## src/dcache_pkg.sv

```systemverilog
// ==============================
// dcache shared definitions
// widths, opcodes and the structs on the core and memory sides
// ==============================
package dcache_pkg;

  parameter int ADDR_W     = 32;
  parameter int WORD_W     = 32;
  parameter int LINE_WORDS = 4;
  parameter int OFS_W      = 4;
  parameter int IDX_W_DEF  = 4;

  typedef logic [WORD_W-1:0] word_t;
  typedef logic [LINE_WORDS-1:0][WORD_W-1:0] line_t;

  typedef enum logic {
    OP_LOAD,
    OP_STORE
  } mem_op_e;

  // size plus extension for loads
  typedef enum logic [2:0] {
    SZ_B,
    SZ_H,
    SZ_W,
    SZ_BU,
    SZ_HU
  } size_e;

  typedef struct packed {
    logic              valid;
    mem_op_e           op;
    size_e             size;
    logic [ADDR_W-1:0] addr;
    word_t             wdata;
  } cpu_req_t;

  typedef struct packed {
    logic  valid;
    logic  ale;
    word_t rdata;
  } cpu_rsp_t;

  // cache to memory request without the write data
  typedef struct packed {
    logic              rd_valid;
    logic              wr_valid;
    logic              wlast;
    logic [ADDR_W-1:0] addr;
  } mem_req_t;

  typedef struct packed {
    logic  rd_ready;
    logic  wr_ready;
    logic  rvalid;
    logic  rlast;
    word_t rdata;
  } mem_rsp_t;

endpackage

```

## src/dcache_ctrl.sv

```systemverilog
// ==============================
// dcache controller
// request register, miss FSM, write-back and refill bursts
// ==============================
`timescale 1ns/100ps

module dcache_ctrl #(
  parameter int IDX_W = dcache_pkg::IDX_W_DEF
) (
  input  logic                 clk,
  input  logic                 rst_n,
  input  dcache_pkg::cpu_req_t cpu_req_i,
  output logic                 ready_o,
  output dcache_pkg::cpu_rsp_t cpu_rsp_o,
  output dcache_pkg::mem_req_t mem_req_o,
  output dcache_pkg::word_t    mem_wdata_o,
  input  dcache_pkg::mem_rsp_t mem_rsp_i,
  output logic [IDX_W-1:0]     rd_idx_o,
  input  logic                 hit_i,
  input  logic                 hit_way_i,
  input  logic                 victim_way_i,
  input  logic                 victim_dirty_i,
  input  logic [dcache_pkg::ADDR_W-IDX_W-dcache_pkg::OFS_W-1:0] victim_tag_i,
  input  dcache_pkg::line_t    victim_line_i,
  output dcache_pkg::cpu_req_t req_o,
  input  logic                 ale_i,
  input  dcache_pkg::word_t    load_word_i,
  input  dcache_pkg::line_t    merged_line_i,
  output logic                 line_we_o,
  output logic                 we_way_o,
  output dcache_pkg::line_t    wline_o,
  output logic                 set_dirty_o,
  output logic                 lru_touch_o
);
  import dcache_pkg::*;

  localparam int TAG_W = ADDR_W - IDX_W - OFS_W;

  typedef enum logic [2:0] {
    IDLE,
    LOOKUP,
    WRITEBACK,
    REFILL_REQ,
    REFILL,
    REPLAY
  } cache_state_e;

  cache_state_e state_q, state_d;
  cpu_req_t     req_q;
  logic [1:0]   beat_q;
  line_t        buf_q;
  line_t        refill_line;
  logic [IDX_W-1:0] req_idx;
  logic [TAG_W-1:0] req_tag;
  logic         lookup_ok;
  logic         store_hit;
  logic         last_rd_beat;

  assign req_idx      = req_q.addr[OFS_W +: IDX_W];
  assign req_tag      = req_q.addr[ADDR_W-1 -: TAG_W];
  assign lookup_ok    = (state_q == LOOKUP) && (hit_i || ale_i);
  assign store_hit    = (state_q == LOOKUP) && hit_i && !ale_i && (req_q.op == OP_STORE);
  assign last_rd_beat = (state_q == REFILL) && mem_rsp_i.rvalid && mem_rsp_i.rlast;

  // ==============================
  // next state
  // ==============================
  always_comb begin
    state_d = state_q;
    case (state_q)
      IDLE: begin
        if (cpu_req_i.valid) begin
          state_d = LOOKUP;
        end
      end
      LOOKUP: begin
        if (hit_i || ale_i) begin
          state_d = IDLE;
        end else if (victim_dirty_i) begin
          state_d = WRITEBACK;
        end else begin
          state_d = REFILL_REQ;
        end
      end
      WRITEBACK: begin
        if (mem_rsp_i.wr_ready && beat_q == 2'd3) begin
          state_d = REFILL_REQ;
        end
      end
      REFILL_REQ: begin
        if (mem_rsp_i.rd_ready) begin
          state_d = REFILL;
        end
      end
      REFILL: begin
        if (last_rd_beat) begin
          state_d = REPLAY;
        end
      end
      REPLAY: state_d = LOOKUP;
      default: state_d = IDLE;
    endcase
  end

  always_ff @(posedge clk or negedge rst_n) begin
    if (!rst_n) begin
      state_q <= IDLE;
      beat_q  <= '0;
    end else begin
      state_q <= state_d;
      if (state_q == WRITEBACK && mem_rsp_i.wr_ready) begin
        beat_q <= beat_q + 2'd1;
      end else if (last_rd_beat) begin
        beat_q <= '0;
      end else if (state_q == REFILL && mem_rsp_i.rvalid) begin
        beat_q <= beat_q + 2'd1;
      end
    end
  end

  // request and refill buffer
  always_ff @(posedge clk) begin
    if (state_q == IDLE && cpu_req_i.valid) begin
      req_q <= cpu_req_i;
    end
    if (state_q == REFILL && mem_rsp_i.rvalid) begin
      buf_q[beat_q] <= mem_rsp_i.rdata;
    end
  end

  // last beat goes straight into the line being written
  always_comb begin
    refill_line         = buf_q;
    refill_line[beat_q] = mem_rsp_i.rdata;
  end

  // ==============================
  // array and core side
  // ==============================
  assign rd_idx_o    = (state_q == IDLE) ? cpu_req_i.addr[OFS_W +: IDX_W] : req_idx;
  assign req_o       = req_q;
  assign line_we_o   = store_hit || last_rd_beat;
  assign we_way_o    = (state_q == REFILL) ? victim_way_i : hit_way_i;
  assign wline_o     = (state_q == REFILL) ? refill_line : merged_line_i;
  assign set_dirty_o = store_hit;
  assign lru_touch_o = (state_q == LOOKUP) && hit_i && !ale_i;

  assign ready_o         = (state_q == IDLE);
  assign cpu_rsp_o.valid = lookup_ok;
  assign cpu_rsp_o.ale   = ale_i;
  assign cpu_rsp_o.rdata = load_word_i;

  // bus side with line aligned addresses
  assign mem_req_o.rd_valid = (state_q == REFILL_REQ);
  assign mem_req_o.wr_valid = (state_q == WRITEBACK);
  assign mem_req_o.wlast    = (state_q == WRITEBACK) && (beat_q == 2'd3);
  assign mem_req_o.addr     = (state_q == WRITEBACK) ?
                              {victim_tag_i, req_idx, {OFS_W{1'b0}}} :
                              {req_tag, req_idx, {OFS_W{1'b0}}};
  assign mem_wdata_o        = victim_line_i[beat_q];

endmodule

```

## config.mk

```make
export PLATFORM = sky130hd
export DESIGN_NAME = dcache_ctrl
export DESIGN_NICKNAME = d
export VERILOG_FILES = /design/src/dcache_pkg.sv /design/src/dcache_ctrl.sv
export SDC_FILE = /design/constraint.sdc
export NUM_CORES = 1
export LEC_CHECK = 0
export BUFFER_PORTS_ARGS = -buffer_cell sky130_fd_sc_hd__buf_4
export CAP_MARGIN = 5
export CORE_AREA = 3 3 287 289
export CTS_BUF_LIST = sky130_fd_sc_hd__clkbuf_2
export DETAILED_ROUTE_END_ITERATION = 12
export DIE_AREA = 0 0 290 292
export GPL_ROUTABILITY_DRIVEN = 0
export PLACE_DENSITY = 0.31
export SYNTH_ARGS = -nofsm -noshare
export SYNTH_HDL_FRONTEND = slang
export SYNTH_SLANG_ARGS = --single-unit
```

## constraint.sdc

```tcl
create_clock -name clk -period 5.12 [get_ports clk]
set_input_delay 0.256 -clock clk [delete_from_list [all_inputs] [get_ports clk]]
set_output_delay 0.256 -clock clk [all_outputs]
set_load 0.02 [all_outputs]
```

After elaboration in Yosys (flattened, before gate mapping)
Index checks and enable logic that the tools add are counted.

$add $sub $neg: 1. $lt $le $gt $ge: 2. Equality and inequality tests: 10. Muxes and demuxes: 19. Reductions and logical operators: 17.

Operators by type and width (number): bitwise mux 128 bit (1); two-way mux 128 bit (1); two-way mux 32 bit (3); binary-select mux 32 bit (select 2 bit) (1); demux 32 bit (select 2 bit) (1); case mux 3 bit (6 select lines) (1); two-way mux 3 bit (4); logical AND 1 bit (11); two-way mux 2 bit (4); equality test 3 x 2 -> 1 bit, second input constant (2); equality test 3 bit, second input constant (2); two-way mux 4 bit (1); inequality test 2 x 1 -> 1 bit, second input constant (2); inequality test 2 bit, second input constant (2); AND reduction 4 bit (1); equality test 3 x 1 -> 1 bit, second input constant (1); zero test 3 bit (1); less-than comparator 2 x 3 -> 1 bit, second input constant (1); nonzero test 3 bit (1); adder 2 x 1 -> 2 bit, second input constant (1); equality test 2 bit, second input constant (1); greater-or-equal comparator 2 x 1 -> 1 bit, second input constant (1); logical OR 1 bit (2); two-way mux 1 bit (2); zero test 1 bit (1).

Flip-flop bits (word level): 202. Bits of input ports: 424. Output and inout port bits: 307. Word-level logic and storage cells: 60.

Logic depth before layout (Yosys ltp)
Word-level depth: 6. Gate-level depth with buffers: 8. Depth with buffers taken out: 4.

Least setup slack after synthesis
OpenSTA, ideal clock, no wires.

Kind: register to output. Start: register state_q[0]. End: output port line_we_o. Data arrival time: 4567 ps. Data required time: 4864 ps. Slack: 297 ps. Cell stages (with the launch flop): 6. Buffers on the path: 2. Cell sequence: dfrtp_1 -> buf_4 -> nor3b_4 -> buf_4 -> and2_1 -> a22o_1.

Longest elaborated chain between the ends: 5.

Ends and longest elaborated chain: from (decl) (line dcache_ctrl.sv:48) `cache_state_e state_q, state_d;`; from (signal assigned) (line dcache_ctrl.sv:110) `state_q <= state_d;`; equality test 3 x 1 -> 1 bit (line dcache_ctrl.sv:62) `assign store_hit = (state_q == LOOKUP) && hit_i && !ale_i && (req_q.op == OP_STORE);`; logical AND 1 bit (3 in a row) (line dcache_ctrl.sv:62); logical OR 1 bit * (line dcache_ctrl.sv:142) `assign line_we_o = store_hit || last_rd_beat;`; to (decl) (line dcache_ctrl.sv:29) `output logic line_we_o,`.

Mark *: on every way between the ends. The rest lies on a longest branch, timed or not.

==> impl_metrics.py <==
metrics = {
    "global_route": {
        "grt_usage_pct": 11.7,
        "grt_pass1_wl_um": 72600,
        "grt_pass1_vias": 10400,
        "antenna_found_initial": 6,
        "grt_max_degree": 133,
        "overflow": 0,
    },
    "layout": {
        "area_delta_synth_final_pct": 79.2,
        "layout_common_cells": "buf_4, mux2_2, dlygate4sd3_1, edfxtp_1, clkbuf_2",
        "stdcell_area_um2": 19400,
        "drive_above_1_share_pct": 70.2,
        "fin_cells": 2622,
        "num-nets-final": 1938,
        "final_common_cell": "buf_4",
    },
    "timing": {
        "fmax_mhz": 234,
        "clock_skew_ps": 70.6,
        "fin_ws_ps": 852,
        "setup_viol": 0,
        "finalSetupTns_ps": 0,
        "worst_pin_slew_ps": 1050,
        "final_hold_viol_count": 0,
        "whs_ps": 219,
        "post-route-period-util_pct": 83.4,
        "slew_headroom_pct": 29.7,
        "rsz0062_at_grt": "no",
        "period_needed_ps": 4270,
        "slew_viol_final": 0,
    },
    "clocking": {
        "clk_latency_ps": 940,
        "h-tree-depth": 3,
        "cts_tree": "built",
        "cts_num_sinks": 202,
        "clockRootBuffer": "clkbuf_2",
        "cts.path.max_buffers": 3,
        "cts_setup_buffers": 0,
        "cts_buffers": 69,
        "clkTransAtPathRegs_ps": 110,
    },
    "setup_path": {
        "reg2reg_to": "beat_q[1]",
        "timing.reg2reg.setup_slack_ps": 2090,
        "path_class": "flip-flop to output port",
        "worstPathArrival_ps": 4010,
        "start_kind": "flip-flop",
        "regToRegStartpoint": "state_q[2]",
        "r2r_cells": 6,
        "cp_max_fo": 36,
        "crit_path_end_kind": "output port",
        "required_ps": 4860,
        "cp-startpoint": "beat_q[1]",
        "endpoint": "wline_o[98]",
    },
    "yosys": {
        "synth_cells": 644,
        "seq_area_frac_synth_pct": 55.7,
        "synthAdderAreaFrac_pct": 0.462,
        "ys.flop_type": "edfxtp_1",
        "synth_cell_types": 33,
        "ys_warn_count": 0,
        "synth_area_per_cell_um2": 16.8,
        "synth_edf_count": 197,
        "async_reset_ff_share_pct": 2.48,
        "synthSimpleGateAreaFrac_pct": 0.992,
        "synth_top_family_by_area": "multiplexers",
        "ys_ff_latch": 202,
        "synth_xor_area_share_pct": 0,
        "synthMuxAreaShare_pct": 36.4,
        "synth_area_um2": 10800,
        "synth_compound_area_share_pct": 0.819,
    },
    "route": {
        "drt-total-wl_um": 51800,
        "drt_iter0_drc": 289,
        "drt-vias-per-instance": 3.55,
        "drt-pass1-iter-count": 4,
        "vias": 9318,
        "drcViolationCount": 0,
        "antenna_left": 0,
        "wire_per_inst_um": 19.8,
    },
    "placed_design": {
        "postPlaceCellArea_um2": 16700,
        "numPortBuffers": 662,
        "pre_cts_slack_ps": 1700,
        "dp_hpwl_um": 39700,
        "dp.cells": 2293,
    },
    "floorplan": {
        "dieArea_um2": 84700,
        "num_rows": 104,
        "start_util_pct": 13.5,
        "die_width_um": 290,
        "core_area_um2": 80200,
        "die_h_um": 292,
        "io_pins": 731,
    },
    "min_path": {
        "min_path_type": "input port to flip-flop",
    },
    "power_and_ir_drop": {
        "p_leak_uw": 0.00783,
        "p_per_area_nw_per_um2": 397,
        "ir_worst_vdd_mv": 0.201,
    },
    "outcome": {
        "status": "complete, no violations",
    },
    "run": {
        "cap_violations": 0,
    },
}
layer usage:
metal | global-route usage, % | share of wire (%)
met5 | 0 | 0.025
met4 | 4.86 | 3.0
met3 | 4.21 | 7.5
met2 | 22.1 | 54
met1 | 11.6 | 35
logic make-up (layout without fill, tap and decap cells):
logic type,count (synthesis),count (layout)
AOI/OAI and AO/OA,11,11
adders and majority gates,4,4
buffers and inverters,92,1004
DFF,202,202
muxes,319,319
other,1,7
and+or+nand+nor,15,15
area by class of cell:
type / count / area, um2
timing repair buffer: 878 / 7130
fill: 8659 / 60700
inverter: 6 / 22.5
multi-input combinational: 353 / 4230
sequential: 202 / 6040
clock buffer: 98 / 490
clock inverter: 22 / 170
tap: 1060 / 1330
antenna: 3 / 7.51
through the flow:
| step | util, % | power, uW |
|---|---|---|
| floorplan | - | 4630 |
| CTS | 24.2 | 7970 |
| global placement | 20.8 | 6220 |
| detailed placement | 20.8 | 6220 |
| finish | 24.2 | 7710 |
| global route | 24.2 | 8200 |
flip-flops by register name, summed over array words and instances, names as in the netlist:
signal,count
buf_q,128
req_o,69
state_q,3
beat_q,2
cell usage after synthesis, types with 2 or more instances:
master,count,area share (%)
inv_1,6,0.21
a22o_1,2,0.16
buf_2,26,1.2
dfrtp_1,5,1.2
a21oi_1,2,0.092
ha_1,4,0.46
buf_4,45,3.1
mux4_2,32,6.6
mux2_1,13,1.4
clkbuf_1,7,0.24
buf_6,7,0.73
mux2_2,273,28
and2_1,4,0.23
edfxtp_1,197,55
nor2_1,3,0.10
worst min-delay path by stage:
stage / startpoint / end / depth (start not counted)
2_1_floorplan: rst_n / beat_q[0] / 0
3_3_place_gp: rst_n / state_q[2] / 1
3_5_place_dp: rst_n / state_q[2] / 1
4_1_cts: mem_rsp_i[31] / buf_q[95] / 3
5_1_grt: mem_rsp_i[6] / buf_q[6] / 3
6_report: mem_rsp_i[35] / state_q[1] / 4
critical path: stages, from the launching register on:
cell	delay, ps
dfrtp_2	930
ha_2	900
buf_4	360
mux2_2	380
mux2_1	300
buf_4	160
power breakdown:
part / internal [uW] / switching, uW / total [uW]
sequential: 2170 / 157 / 2330
clock: 664 / 825 / 1490
combinational: 1880 / 2010 / 3890
total: 4710 / 2990 / 7710
timing repair:
item | CTS | global route
endpoints found under the hold margin | 230 | 0
gates resized for setup | 0 | 0
hold buffers | 206 | 0
Note: power is estimated with default switching activity, not from simulation.
